--- src/source/sd_host_consts.svh ---
`ifndef SD_HOST_CONSTS_SVH
`define SD_HOST_CONSTS_SVH

// ------------------------------------------------------------------------
// bus widths of the host controller register port
// ------------------------------------------------------------------------
`define SD_ADDR_W 12 // register offset
`define SD_DATA_W 32 // register word

// ------------------------------------------------------------------------
// register map offsets
// ------------------------------------------------------------------------
`define SD_REG_BLK_COUNT     12'h006
`define SD_REG_ARGUMENT      12'h008
`define SD_REG_TF_MODE       12'h00C
`define SD_REG_COMMAND       12'h00E // writing this one sends the command
`define SD_REG_RESPONSE      12'h010
`define SD_REG_NORM_INT_STAT 12'h030 // write one to clear

// status bits in normal interrupt status
`define SD_BIT_CMD_COMPLETE 0
`define SD_BIT_TF_COMPLETE  1

// card status bit inside the R1 response
`define SD_BIT_READY_FOR_DATA 8

// poll phase limit in clk cycles, kept short for simulation
`define SD_POLL_TIMEOUT 200

`endif

--- src/source/sd_host_pkg.sv ---
package sd_host_pkg;

	// sequencer steps, one per register access plus the bookends
	typedef enum logic [3:0] {
		idle,
		wr_blk_count,
		wr_argument,
		wr_tf_mode,
		wr_command,
		poll_cmd, // wait for command complete
		clr_cmd,
		rd_resp, // card status check
		start_dma,
		poll_tf, // wait for transfer complete
		clr_tf,
		finish
	} seq_state_e;

	// register access direction
	typedef enum logic {op_read, op_write} reg_op_e;

	// result code handed out with done
	typedef enum logic [2:0] {
		st_ok,
		st_not_ready,
		st_cmd_timeout,
		st_tf_timeout,
		st_bus_error
	} xfer_status_e;

endpackage

--- src/source/apb_reg_master.sv ---
`timescale 1ns/1ns
`include "sd_host_consts.svh"

module apb_reg_master (
	input  logic                  clk,
	input  logic                  reset,
	input  logic                  req,
	input  sd_host_pkg::reg_op_e  op,
	input  logic [`SD_ADDR_W-1:0] addr,
	input  logic [`SD_DATA_W-1:0] wdata,
	output logic                  ready,
	output logic                  rsp_done,
	output logic [`SD_DATA_W-1:0] rdata,
	output logic                  rsp_err,
	output logic [`SD_ADDR_W-1:0] paddr,
	output logic                  psel,
	output logic                  penable,
	output logic                  pwrite,
	output logic [`SD_DATA_W-1:0] pwdata,
	input  logic [`SD_DATA_W-1:0] prdata,
	input  logic                  pready,
	input  logic                  pslverr
);

	typedef enum logic [1:0] {ap_idle, ap_setup, ap_access} apb_state_e;

	apb_state_e state;

	assign ready   = (state == ap_idle); // one request at a time
	assign psel    = (state != ap_idle);
	assign penable = (state == ap_access);

	// ------------------------------------------------------------------------
	// phase control
	// ------------------------------------------------------------------------
	always_ff @(posedge clk) begin
		if (reset) begin
			state    <= ap_idle;
			pwrite   <= 1'b0;
			rsp_done <= 1'b0;
		end else begin
			rsp_done <= 1'b0; // default, single cycle pulse
			case (state)
				ap_idle: if (req) begin
					state  <= ap_setup;
					pwrite <= (op == sd_host_pkg::op_write);
				end
				ap_setup: state <= ap_access; // always exactly one cycle
				ap_access: if (pready) begin // wait states stretch this phase
					state    <= ap_idle;
					rsp_done <= 1'b1;
				end
				default: state <= ap_idle;
			endcase
		end
	end

	// request and response payload
	always_ff @(posedge clk) begin
		if (ready && req) begin
			paddr  <= addr;
			pwdata <= wdata;
		end
		if (penable && pready) begin
			rdata   <= prdata; // only meaningful for reads
			rsp_err <= pslverr;
		end
	end

	// access phase only ever entered from a selected setup phase
	a_enable_in_select: assert property (@(posedge clk) disable iff (reset)
		penable |-> (psel && $past(psel)));

	// address and write data frozen for the whole transfer
	a_stable_payload: assert property (@(posedge clk) disable iff (reset)
		(psel && !(penable && pready)) |=> ($stable(paddr) && $stable(pwdata)));

endmodule

--- src/source/poll_timer.sv ---
`timescale 1ns/1ns
`include "sd_host_consts.svh"

module poll_timer #(
	parameter int LIMIT = `SD_POLL_TIMEOUT
) (
	input  logic clk,
	input  logic reset,
	input  logic restart,
	output logic expired
);

	localparam int CW = $clog2(LIMIT + 1);

	logic [CW-1:0] cnt;

	always_ff @(posedge clk) begin
		if (reset || restart) begin
			cnt     <= '0;
			expired <= 1'b0;
		end else if (!expired) begin // saturate once tripped
			cnt <= cnt + 1'b1;
			if (cnt == CW'(LIMIT - 1))
				expired <= 1'b1; // visible LIMIT cycles after restart
		end
	end

	// full quiet window after every restart
	a_no_early_expiry: assert property (@(posedge clk) disable iff (reset)
		restart |=> !expired [*LIMIT]);

endmodule

--- src/source/xfer_sequencer.sv ---
`timescale 1ns/1ns
`include "sd_host_consts.svh"

module xfer_sequencer (
	input  logic                      clk,
	input  logic                      reset,
	input  logic                      start,
	input  logic [15:0]               blk_count,
	input  logic [31:0]               argument,
	input  logic [15:0]               tf_mode,
	input  logic [15:0]               command,
	output logic                      busy,
	output logic                      done,
	output logic                      start_adma,
	output sd_host_pkg::xfer_status_e xfer_status,
	output logic                      req,
	output sd_host_pkg::reg_op_e      op,
	output logic [`SD_ADDR_W-1:0]     addr,
	output logic [`SD_DATA_W-1:0]     wdata,
	input  logic                      ready,
	input  logic                      rsp_done,
	input  logic [`SD_DATA_W-1:0]     rdata,
	input  logic                      rsp_err,
	output logic                      restart,
	input  logic                      expired
);

	sd_host_pkg::seq_state_e   state;
	sd_host_pkg::xfer_status_e fin_code; // result waiting for the finish step
	logic                      pending;  // request out, no response yet
	logic                      issue;    // current step owns a register access
	logic                      accept;
	logic [15:0]               blk_count_r;
	logic [31:0]               argument_r;
	logic [15:0]               tf_mode_r;
	logic [15:0]               command_r;

	assign accept = start && (state == sd_host_pkg::idle); // busy is low only in idle

	// one request per access, held off while its response is outstanding
	assign req = issue && !pending;

	always_ff @(posedge clk) begin
		if (accept) begin
			blk_count_r <= blk_count;
			argument_r  <= argument;
			tf_mode_r   <= tf_mode;
			command_r   <= command;
		end
	end

	// ------------------------------------------------------------------------
	// register access per step, held steady until rsp_done
	// ------------------------------------------------------------------------
	always_comb begin
		issue = 1'b1;
		op    = sd_host_pkg::op_write;
		addr  = '0;
		wdata = '0;
		case (state)
			sd_host_pkg::wr_blk_count: begin
				addr  = `SD_REG_BLK_COUNT;
				wdata = `SD_DATA_W'(blk_count_r); // zero extended
			end
			sd_host_pkg::wr_argument: begin
				addr  = `SD_REG_ARGUMENT;
				wdata = `SD_DATA_W'(argument_r);
			end
			sd_host_pkg::wr_tf_mode: begin
				addr  = `SD_REG_TF_MODE;
				wdata = `SD_DATA_W'(tf_mode_r);
			end
			sd_host_pkg::wr_command: begin
				addr  = `SD_REG_COMMAND;
				wdata = `SD_DATA_W'(command_r);
			end
			sd_host_pkg::poll_cmd, sd_host_pkg::poll_tf: begin
				op   = sd_host_pkg::op_read;
				addr = `SD_REG_NORM_INT_STAT;
			end
			sd_host_pkg::clr_cmd: begin
				addr = `SD_REG_NORM_INT_STAT;
				wdata[`SD_BIT_CMD_COMPLETE] = 1'b1; // w1c, other flags untouched
			end
			sd_host_pkg::rd_resp: begin
				op   = sd_host_pkg::op_read;
				addr = `SD_REG_RESPONSE;
			end
			sd_host_pkg::clr_tf: begin
				addr = `SD_REG_NORM_INT_STAT;
				wdata[`SD_BIT_TF_COMPLETE] = 1'b1;
			end
			default: issue = 1'b0; // idle, start_dma, finish
		endcase
	end

	// ------------------------------------------------------------------------
	// step sequencing
	// ------------------------------------------------------------------------
	always_ff @(posedge clk) begin
		if (reset) begin
			state       <= sd_host_pkg::idle;
			pending     <= 1'b0;
			busy        <= 1'b0;
			done        <= 1'b0;
			start_adma  <= 1'b0;
			restart     <= 1'b0;
			fin_code    <= sd_host_pkg::st_ok;
			xfer_status <= sd_host_pkg::st_ok;
		end else begin
			done       <= 1'b0;
			start_adma <= 1'b0;
			restart    <= 1'b0;
			if (req)
				pending <= 1'b1;
			if (rsp_done)
				pending <= 1'b0;

			if (rsp_done && rsp_err) begin // any slave error aborts
				fin_code <= sd_host_pkg::st_bus_error;
				state    <= sd_host_pkg::finish;
			end else begin
				case (state)
					sd_host_pkg::idle: if (accept) begin
						busy  <= 1'b1;
						state <= sd_host_pkg::wr_blk_count;
					end
					sd_host_pkg::wr_blk_count: if (rsp_done) state <= sd_host_pkg::wr_argument;
					sd_host_pkg::wr_argument:  if (rsp_done) state <= sd_host_pkg::wr_tf_mode;
					sd_host_pkg::wr_tf_mode:   if (rsp_done) state <= sd_host_pkg::wr_command;
					sd_host_pkg::wr_command: if (rsp_done) begin
						state   <= sd_host_pkg::poll_cmd;
						restart <= 1'b1; // poll window opens
					end
					sd_host_pkg::poll_cmd: if (rsp_done) begin
						if (rdata[`SD_BIT_CMD_COMPLETE])
							state <= sd_host_pkg::clr_cmd;
						else if (expired) begin // only judged after a clear read
							fin_code <= sd_host_pkg::st_cmd_timeout;
							state    <= sd_host_pkg::finish;
						end
					end
					sd_host_pkg::clr_cmd: if (rsp_done) state <= sd_host_pkg::rd_resp;
					sd_host_pkg::rd_resp: if (rsp_done) begin
						if (rdata[`SD_BIT_READY_FOR_DATA]) begin
							state      <= sd_host_pkg::start_dma;
							start_adma <= 1'b1; // high for the start_dma cycle
						end else begin
							fin_code <= sd_host_pkg::st_not_ready;
							state    <= sd_host_pkg::finish;
						end
					end
					sd_host_pkg::start_dma: begin
						state   <= sd_host_pkg::poll_tf;
						restart <= 1'b1;
					end
					sd_host_pkg::poll_tf: if (rsp_done) begin
						if (rdata[`SD_BIT_TF_COMPLETE])
							state <= sd_host_pkg::clr_tf;
						else if (expired) begin
							fin_code <= sd_host_pkg::st_tf_timeout;
							state    <= sd_host_pkg::finish;
						end
					end
					sd_host_pkg::clr_tf: if (rsp_done) begin
						fin_code <= sd_host_pkg::st_ok;
						state    <= sd_host_pkg::finish;
					end
					sd_host_pkg::finish: begin // done and busy drop together
						done        <= 1'b1;
						busy        <= 1'b0;
						xfer_status <= fin_code;
						state       <= sd_host_pkg::idle;
					end
					default: state <= sd_host_pkg::idle;
				endcase
			end
		end
	end

	a_adma_in_start_dma: assert property (@(posedge clk) disable iff (reset)
		start_adma |-> (state == sd_host_pkg::start_dma));

	// relies on the master being back in idle once rsp_done is seen
	a_req_only_when_ready: assert property (@(posedge clk) disable iff (reset)
		req |-> ready);

endmodule

--- src/source/adma_xfer_top.sv ---
`timescale 1ns/1ns
`include "sd_host_consts.svh"

module adma_xfer_top (
	input  logic                      clk,
	input  logic                      reset,
	input  logic                      start,
	input  logic [15:0]               blk_count,
	input  logic [31:0]               argument,
	input  logic [15:0]               tf_mode,
	input  logic [15:0]               command,
	output logic                      busy,
	output logic                      done,
	output logic                      start_adma,
	output sd_host_pkg::xfer_status_e xfer_status,
	output logic [`SD_ADDR_W-1:0]     paddr,
	output logic                      psel,
	output logic                      penable,
	output logic                      pwrite,
	output logic [`SD_DATA_W-1:0]     pwdata,
	input  logic [`SD_DATA_W-1:0]     prdata,
	input  logic                      pready,
	input  logic                      pslverr
);

	// sequencer to register master
	logic                      req;
	sd_host_pkg::reg_op_e      op;
	logic [`SD_ADDR_W-1:0]     addr;
	logic [`SD_DATA_W-1:0]     wdata;
	logic                      ready;
	logic                      rsp_done;
	logic [`SD_DATA_W-1:0]     rdata;
	logic                      rsp_err;
	logic                      restart; // poll window timer
	logic                      expired;

	xfer_sequencer seq_i (
		.clk, .reset, .start,
		.blk_count, .argument, .tf_mode, .command,
		.busy, .done, .start_adma, .xfer_status,
		.req, .op, .addr, .wdata,
		.ready, .rsp_done, .rdata, .rsp_err,
		.restart, .expired
	);

	apb_reg_master apb_i (
		.clk, .reset,
		.req, .op, .addr, .wdata,
		.ready, .rsp_done, .rdata, .rsp_err,
		.paddr, .psel, .penable, .pwrite, .pwdata,
		.prdata, .pready, .pslverr
	);

	poll_timer #(.LIMIT(`SD_POLL_TIMEOUT)) timer_i (
		.clk, .reset, .restart, .expired
	);

endmodule

--- config.mk ---
export PLATFORM = sky130hd
export DESIGN_NAME = adma_xfer_top
export DESIGN_NICKNAME = d
export VERILOG_FILES = /design/src/source/sd_host_pkg.sv /design/src/source/apb_reg_master.sv /design/src/source/poll_timer.sv /design/src/source/xfer_sequencer.sv /design/src/source/adma_xfer_top.sv
export VERILOG_INCLUDE_DIRS = /design/src /design/src/source
export SDC_FILE = /design/constraint.sdc
export NUM_CORES = 1
export LEC_CHECK = 0
export BUFFER_PORTS_ARGS = -buffer_cell sky130_fd_sc_hd__buf_4
export CAP_MARGIN = 20
export CORE_MARGIN = 2
export CORE_UTILIZATION = 28
export DETAILED_ROUTE_END_ITERATION = 16
export PLACE_DENSITY_LB_ADDON = 0.15
export SLEW_MARGIN = 20
export SYNTH_ARGS = -nofsm -noshare
export SYNTH_HDL_FRONTEND = slang
export SYNTH_SLANG_ARGS = --single-unit
export TNS_END_PERCENT = 100
--- constraint.sdc ---
create_clock -name clk -period 5.1 [get_ports clk]
set_clock_uncertainty 0.15 [all_clocks]
set_input_delay 1.02 -clock clk [delete_from_list [all_inputs] [get_ports clk]]
set_output_delay 1.02 -clock clk [all_outputs]
set_load 0.05 [all_outputs]
==> results of run 1 <==
cells in the final DEF, fill, tap and decap left out, types with 5 or more instances in the layout:
cell       instances
a22o_1            14
conb_1             7
a221o_1           17
mux2i_1            8
nor2b_1            7
buf_4            137
nand3_1            7
a21oi_1           12
nand2_1           15
and2_1            18
clkbuf_16         17
nor2_1            25
edfxtp_1         121
o21ai_0            9
xor2_1             5
dfxtp_1           28
nand2b_1           6
metrics by stage:
stage                     hold WS [ns]  setup slack (ns)  instance area (um^2)  total power, uW
after global placement           0.306              2.29                  6910             3450
final                            0.319              2.42                  7510             4680
after CTS                        0.325              2.31                  7510             4760
after floorplan                  0.277              1.00                  5710             3000
after global routing             0.348              2.16                  7510             4900
after detailed placement         0.316              2.24                  6910             3460
final cells by class:
type                            count  share of cell area [%]
Clock buffer                       17                    5.66
Tap cell                          270                    4.50
Multi-Input combinational cell    195                    17.9
Clock inverter                     14                    2.33
Sequential cell                   149                    55.8
Timing Repair Buffer              137                    13.7
Inverter                            3                   0.150
routing by layer:
layer / wire [um] / up-vias / global-route usage (%)
met2: 5670 / 117 / 17.8
met1: 5680 / 1621 / 15.1
met3: 648 / 12 / 3.53
met5: 0 / - / 0
li1: - / 1661 / -
met4: 177 / 0 / 5.29
worst max-delay path, cell delays in order, from the launching register on:
cell	delay, ns
dfxtp_1	0.99
nand2_1	0.31
nor3_4	0.75
a221o_1	0.32
final timing paths:
kind | from | to | slack (ns) | depth (start not counted)
worst min register to register | seq_i.fin_code[1]$_SDFFE_PP0P_ | seq_i.fin_code[1]$_SDFFE_PP0P_ | 0.32 | 2
worst max register to register | seq_i.state[2]$_SDFFE_PP0P_ | apb_i.pwdata[8]$_DFFE_PP_ | 2.42 | 3
worst max-delay path | seq_i.state[2]$_SDFFE_PP0P_ | apb_i.pwdata[8]$_DFFE_PP_ | 2.42 | 3
worst min-delay path | seq_i.fin_code[1]$_SDFFE_PP0P_ | seq_i.fin_code[1]$_SDFFE_PP0P_ | 0.32 | 2
logic make-up after synthesis:
group                      Yosys count  share of synthesized area [%]
xor gates and xnor gates             7                           1.08
DFF                                149                           73.8
and+or+nand+nor                    106                           10.7
other                                1                         0.0660
muxes                                8                           1.41
AOI/OAI and AO/OA                   66                           9.37
adders and majority gates            1                          0.220
buffers and inverters               30                           3.41
sequential cells by signal (all words and copies together), names as in the netlist, 2 cells and up:
register,flops
seq_i.state,4
apb_i.state,2
seq_i.tf_mode_r,16
apb_i.rdata,3
seq_i.command_r,16
seq_i.blk_count_r,16
apb_i.pwdata,32
timer_i.cnt,8
seq_i.xfer_status,3
apb_i.paddr,5
seq_i.argument_r,32
seq_i.fin_code,3
power by group:
part,leakage [uW],switching (uW),internal (uW)
clock network,0.000295,505,774
logic,0.00113,1050,453
registers,0.00138,130,1770
total,0.00280,1690,2990
==> impl_metrics.yaml, run 1 <==
timing:
  worstMarginPinSlew_ns: 1.02
  slew_headroom_pct: 31.8
  period_share_pct: 52.6
  setup_tns_ns: 0
  setup_viol: 0
  hold_viol_final: 0
  fin_crit_ns: 2.68
  max_freq_mhz: 373
  slew_viol_final: 0
  rsz0062_at_grt: "false"
finish:
  seq_area_um2: 4190
  drive_gt1_share_pct: 35.5
  final_nets: 621
  syn2layout_area_growth_pct: 32.2
  multi_input_area_um2: 1340
  fin_util_pct: 37.4
  antenna_cells: 0
  nFillCells: 1913
  final_cells: 785
synthesis:
  netlist_instances: 368
  yosysUniqueCellTypes: 47
  synth_edf_count: 121
  ys_seq_area_share_pct: 73.8
  synth_warnings: 0
  synth-async-reset-ratio_pct: 0
  yosys-top-cells-count: "edfxtp_1 (121), dfxtp_1 (28), nor2_1 (25), and2_1 (18), a221o_1 (17)"
  synth_most_common_cell: "edfxtp_1"
  ys.flop_type: "edfxtp_1"
  synth_top_area_cell: "edfxtp_1"
  synth_area_leaders: "edfxtp_1 (64%), dfxtp_1 (9.9%), a221o_1 (3.0%), a22o_1 (2.2%), and2_1 (2.0%)"
  yosys.area.top_type_share_pct: 63.9
  avgSynthCellArea_um2: 15.4
  synth_area_um2: 5690
  synth_seq_cells: 149
run:
  maxCapViolCount: 0
floorplanning:
  die-area_um2: 21500
  core-area_um2: 20100
  ios: 170
  start_util_pct: 28.3
  rows: 52
  die_w_um: 146
  die_h_um: 146
drt:
  first_iter_violations: 249
  wl_per_cell_um: 15.5
  ant_nets: 0
  vias_per_cell: 4.35
  wl_um: 12200
  drt_pass1_iterations: 4
  route.vias.total: 3411
  drc: 0
clock_tree:
  cts_tree: "done"
  postCtsSetupBuffers: 0
  cts_buffer_depth: 2
  cts_root_buffer: "clkbuf_16"
  numCtsBuffers: 17
  numClockSinks: 149
  htree_levels: 4
  cts-resized-gates: 0
  insertion_delay_ns: 0.41
  ctsHoldBuffers: 0
  path_clk_slew_ns: 0.06
worst_setup_path:
  worstSetupStartpointType: "flop"
  worstPathRequired_ns: 5.22
  crit_fanout: 27
  crit_arrival_ns: 2.80
  cp-end-kind: "flop"
  setup.worst_path.class: "reg -> reg"
grt:
  grtUsageTotal_pct: 11.6
  overflow: 0
  grt_pass1_vias: 3418
  grt_max_degree: 58
  antenna_found_initial: 0
  grt_pass1_wl_um: 18800
placement:
  gp_congestion: 0.770
  dp.cells: 754
  dp_hpwl_um: 8010
  io_buffers: 133
power_and_ir_drop:
  power.density_nw_per_um2: 623
  max-vdd-ir-drop_v: 0.000234
  p_leak_uw: 0.00280
min_path:
  hp-class: "reg -> reg"
status:
  outcome: "complete, no violations"
No activity file was read; power rests on OpenSTA's default activity.
==> run 2, diff against run 1 <==
==> constraint.sdc (replaced) <==
create_clock -name clk -period 2.2 [get_ports clk]
set_clock_uncertainty 0.15 [all_clocks]
set_input_delay 0.44 -clock clk [delete_from_list [all_inputs] [get_ports clk]]
set_output_delay 0.44 -clock clk [all_outputs]
set_load 0.05 [all_outputs]
==> run 2 against run 1 <==
Flip-flop and latch count did not move. Worst setup slack got worse by 2.2 ns. Highest routed layer unchanged. Register-to-register slack got worse by 2.2 ns. Final cell count rose by 1.7%. Via count rose by 1.6%. Utilization rose by 0.60 points. Hold slack got worse by 0.27 ns. Wire length rose by 2.2%. First-iteration DRC count fell by 37%. Count of clock-buffer cells in the layout did not move. Critical path depth rose by 1.
==> impl_metrics.yaml, run 2 (same netlist as run 1, synthesis figures left out) <==
placement:
  dp_hpwl_um: 8360
  io_buffers: 133
  gp_congestion: 0.759
  post-place-ws_ns: 0.127
clock_tree:
  cts-resized-gates: 0
  cts_tree: "done"
  cts_buffer_depth: 2
  cts_root_buffer: "clkbuf_16"
  ctsHoldBuffers: 0
  path_clk_slew_ns: 0.07
  numCtsBuffers: 17
  insertion_delay_ns: 0.42
  postCtsSetupBuffers: 0
  htree_levels: 4
  numClockSinks: 149
drt:
  ant_nets: 0
  vias_per_cell: 4.34
  drc: 0
  wl_um: 12500
  drt_pass1_iterations: 4
  wl_per_cell_um: 15.6
  first_iter_violations: 156
  route.vias.total: 3464
timing:
  setup_tns_ns: 0
  max_freq_mhz: 502
  worstMarginPinSlew_ns: 0.997
  fin_ws_ns: 0.209
  period_share_pct: 90.5
  rsz0062_at_grt: "false"
  fin_crit_ns: 1.99
  setup_viol: 0
  hold_viol_final: 0
  slew_headroom_pct: 33.3
  slew_viol_final: 0
floorplanning:
  rows: 52
  core-area_um2: 20100
  ios: 170
  die_w_um: 146
  die_h_um: 146
  die-area_um2: 21500
  start_util_pct: 28.3
worst_setup_path:
  crit_arrival_ns: 2.12
  setup.worst_path.class: "reg -> reg"
  r2r-end: "apb_i.pwdata[11]$_DFFE_PP_"
  worstSetupStartpointType: "flop"
  worstPathRequired_ns: 2.33
  crit_start: "seq_i.state[0]$_SDFFE_PP0P_"
  crit_fanout: 23
  rr_startpoint: "seq_i.state[0]$_SDFFE_PP0P_"
  rrSetupSlack_ns: 0.21
  cp-end-kind: "flop"
  rr_worst_depth: 4
grt:
  grtUsageTotal_pct: 12.0
  overflow: 0
  grt_pass1_vias: 3557
  grt_max_degree: 53
  antenna_found_initial: 0
  grt_pass1_wl_um: 19500
min_path:
  hp-class: "in -> reg"
  hp-start: "blk_count[10]"
  hold_depth: 1
  holdPathEnd: "seq_i.blk_count_r[10]$_DFFE_PP_"
finish:
  final_cell_mix: "buf_4 (146), edfxtp_1 (121), dfxtp_1 (28)"
  drive_gt1_share_pct: 37.7
  final_common_cell: "buf_4"
  nFillCells: 1894
  syn2layout_area_growth_pct: 34.3
  top_regs: "apb_i.pwdata: 32 flops, seq_i.argument_r: 32 flops"
  final_nets: 633
  antenna_cells: 0
run:
  maxCapViolCount: 0
power_and_ir_drop:
  power.density_nw_per_um2: 1430
  p_leak_uw: 0.00286
  max-vdd-ir-drop_v: 0.000535
status:
  outcome: "complete, no violations"
[run 2: cell count changes in the layout (fill, tap and decap cells not counted), sizes merged]
cell	delta
buf	+12
inv	+3
bufinv	-2
clkinv	-2
clkinvlp	+2
[run 2: worst max path at each step]
stage | to | slack [ns] | depth (start not counted)
after floorplan | apb_i.pwrite$_SDFFE_PP0P_ | -0.06 | 6
final | apb_i.pwdata[11]$_DFFE_PP_ | 0.21 | 4
after global placement | apb_i.pwdata[11]$_DFFE_PP_ | 0.17 | 4
after detailed placement | apb_i.pwdata[11]$_DFFE_PP_ | 0.13 | 4
after global routing | apb_i.pwdata[11]$_DFFE_PP_ | 0.03 | 4
after CTS | apb_i.pwdata[11]$_DFFE_PP_ | 0.11 | 4
[run 2: where the power goes]
group / switching [uW] / leakage, uW / internal (uW)
logic: 2580 / 0.00121 / 1220
registers: 212 / 0.00138 / 4090
clock network: 1200 / 0.000277 / 1590
total: 4000 / 0.00286 / 6890
[run 2: worst max-delay path, stage by stage (launching register included)]
cell and delay [ns]:
dfxtp_1 0.31, nand2b_1 0.19, nor3_4 0.78, buf_4 0.29, a221o_1 0.15
[run 2: cell type report]
type	count	area, um^2	area share (%)
clock buffer	17	425	5.57
clock inverter	15	143	1.87
inverter	3	11.3	0.147
multi-input combinational	195	1370	17.9
sequential	149	4190	54.9
tap	270	338	4.42
timing repair buffer	149	1160	15.1
[run 2: layer usage]
layer / part of all wire [%] / global-route usage (%) / routed length (um) / vias up
met2: 49 / 19.1 / 6080 / 102
met3: 4.2 / 3.41 / 522 / 11
li1: - / - / - / 1684
met5: 0 / 0 / 0 / -
met4: 1.5 / 4.95 / 192 / 0
met1: 45 / 15.5 / 5660 / 1667
[run 2: stage by stage]
| step | cells | util [%] | area, um^2 | hold slack, ns | power (uW) |
|---|---|---|---|---|---|
| finish | 798 | 38.0 | 7640 | 0.0461 | 10900 |
| global route | 798 | 38.0 | 7640 | 0.0198 | 11400 |
| CTS | 798 | 38.0 | 7640 | 0.0199 | 11100 |
| detailed placement | 766 | 35.2 | 7070 | 0.300 | 8240 |
| global placement | 766 | 35.2 | 7070 | 0.306 | 8200 |
| floorplan | 374 | - | 5750 | 0.284 | 6970 |
==> run 3, diff against run 2 <==
--- a/config.mk
+++ b/config.mk
@@ -6,11 +6,12 @@
 export SDC_FILE = /design/constraint.sdc
 export NUM_CORES = 1
 export LEC_CHECK = 0
-export BUFFER_PORTS_ARGS = -buffer_cell sky130_fd_sc_hd__buf_4
 export CAP_MARGIN = 20
 export CORE_MARGIN = 2
 export CORE_UTILIZATION = 28
+export CTS_BUF_LIST = sky130_fd_sc_hd__clkbuf_2
 export DETAILED_ROUTE_END_ITERATION = 16
+export DONT_BUFFER_PORTS = 1
 export PLACE_DENSITY_LB_ADDON = 0.15
 export SLEW_MARGIN = 20
 export SYNTH_ARGS = -nofsm -noshare
==> run 3 against run 2 <==
Global-route usage grew 0.20 points. Wire length is 0.30% higher. Critical path depth shrank 2. Sequential power is 29% higher. Die area stayed put. Register-to-register slack about the same. Largest power group unchanged. Highest routed layer unchanged.
==> impl_metrics.yaml, run 3 (same netlist as run 1, synthesis figures left out) <==
worst_setup_path:
  worstPathCellList: "nor2b_1 -> buf_4"
  worstPathRequired_ns: 1.61
  critical_path.top_delay_family: "flip-flops"
  crit_end: "penable"
  crit_fanout: 3
  rr_worst_depth: 6
  cp.depth: 2
  cp-end-kind: "primary output"
  r2r-end: "seq_i.fin_code[0]$_SDFFE_PP0P_"
  critPathBufInv: 1
  critPathMaxStageDelay_ns: 0.40
  rrSetupSlack_ns: 0.21
  setup.worst_path.class: "reg -> out"
  crit_arrival_ns: 1.44
  worstSetupStartpointType: "flop"
  crit_start: "apb_i.state[1]$_SDFFE_PP0P_"
  rr_startpoint: "seq_i.state[3]$_SDFFE_PP0P_"
  cp_slowest_cell: "dfxtp_1"
drt:
  met2_length_um: 6040
  top_layer: "met4"
  first_iter_violations: 166
  met1_length_um: 5700
  wl_met3_um: 581
  vias_per_cell: 4.40
  wl_um: 12500
  ant_nets: 0
  wl_per_cell_um: 16.4
  drc: 0
  route.vias.total: 3352
  drt_pass1_iterations: 4
grt:
  overflow: 0
  grt_pass1_wl_um: 19800
  grt_pass1_vias: 3431
  antenna_found_initial: 1
  grt_max_degree: 24
  grtUsageTotal_pct: 12.2
finish:
  final_common_cell: "edfxtp_1"
  final_cells: 761
  drive_gt1_share_pct: 15.1
  multi_input_area_um2: 1370
  syn2layout_area_growth_pct: 28.5
  nFillCells: 1918
  final_nets: 595
  top_regs: "apb_i.pwdata: 32 flops, seq_i.argument_r: 32 flops"
  final_cell_mix: "edfxtp_1 (121), dlygate4sd3_1 (88), dfxtp_1 (27)"
  seq_area_um2: 4200
floorplanning:
  core-area_um2: 20100
  die_h_um: 146
  rows: 52
  die_w_um: 146
  die-area_um2: 21500
  ios: 170
  start_util_pct: 28.3
clock_tree:
  cts_buffer_depth: 2
  postCtsSetupBuffers: 0
  path_clk_slew_ns: 0.26
  htree_levels: 4
  numCtsBuffers: 17
  insertion_delay_ns: 0.71
  cts_root_buffer: "clkbuf_2"
  cts_tree: "done"
  numClockSinks: 149
placement:
  dp_hpwl_um: 8380
  dp.cells: 639
  io_buffers: 0
  gp_congestion: 0.790
timing:
  rsz0062_at_grt: "false"
  setup_tns_ns: 0
  worstMarginPinSlew_ns: 0.893
  period_share_pct: 92.4
  slew_viol_final: 0
  fin_crit_ns: 2.03
  setup_viol: 0
  max_freq_mhz: 492
  slew_headroom_pct: 40.1
  hold_ws_ns: 0.177
  hold_viol_final: 0
run:
  maxCapViolCount: 0
power_and_ir_drop:
  max-vdd-ir-drop_v: 0.000575
  p_leak_uw: 0.00251
  fin_total_pwr_uw: 9430
  power.density_nw_per_um2: 1290
status:
  outcome: "complete, no violations"
min_path:
  hp-class: "in -> reg"
run 3: layout make-up:
cell class,count,area share [%]
Inverter,3,0.154
Antenna cell,1,0.0343
Tap cell,270,4.63
Clock inverter,15,2.28
Sequential cell,149,57.4
Clock buffer,17,1.16
Timing Repair Buffer,111,15.6
Multi-Input combinational cell,195,18.7
run 3: per-layer routing:
layer / vias up / GRT usage [%]
met3: 10 / 3.53
met5: - / 0
met4: 0 / 4.66
met1: 1632 / 16.0
li1: 1604 / -
met2: 106 / 19.3
run 3: power breakdown:
part / internal (uW) / switching [uW]
registers: 4100 / 1440
logic: 919 / 1330
clock network: 554 / 1080
run 3: worst min path at each step:
stage,startpoint,endpoint,slack (ns),depth (start not counted)
CTS,argument[17],seq_i.argument_r[17]$_DFFE_PP_,0.07,1
global placement,seq_i.fin_code[0]$_SDFFE_PP0P_,seq_i.fin_code[0]$_SDFFE_PP0P_,0.31,2
global route,argument[16],seq_i.argument_r[16]$_DFFE_PP_,0.04,1
floorplan,seq_i.fin_code[0]$_SDFFE_PP0P_,seq_i.fin_code[0]$_SDFFE_PP0P_,0.28,2
finish,argument[17],seq_i.argument_r[17]$_DFFE_PP_,0.18,1
detailed placement,seq_i.fin_code[1]$_SDFFE_PP0P_,seq_i.fin_code[1]$_SDFFE_PP0P_,0.32,2
run 3: through the flow:
stage | setup slack, ns | cell area (um^2) | utilization [%]
after detailed placement | 0.0388 | 6150 | 30.6
after global placement | 0.0695 | 6150 | 30.6
after global routing | 0.00630 | 7300 | 36.3
after CTS | 0.0110 | 7280 | 36.2
final | 0.166 | 7300 | 36.3
after floorplan | -0.0585 | 5750 | -
run 3: what timing repair did:
| action | 4_1_cts | 5_1_grt |
|---|---|---|
| endpoints found under the setup margin | 0 | 2 |
| resized for setup | 0 | 1 |
| hold buffers | 88 | 0 |
| endpoints found under the hold margin | 121 | 0 |
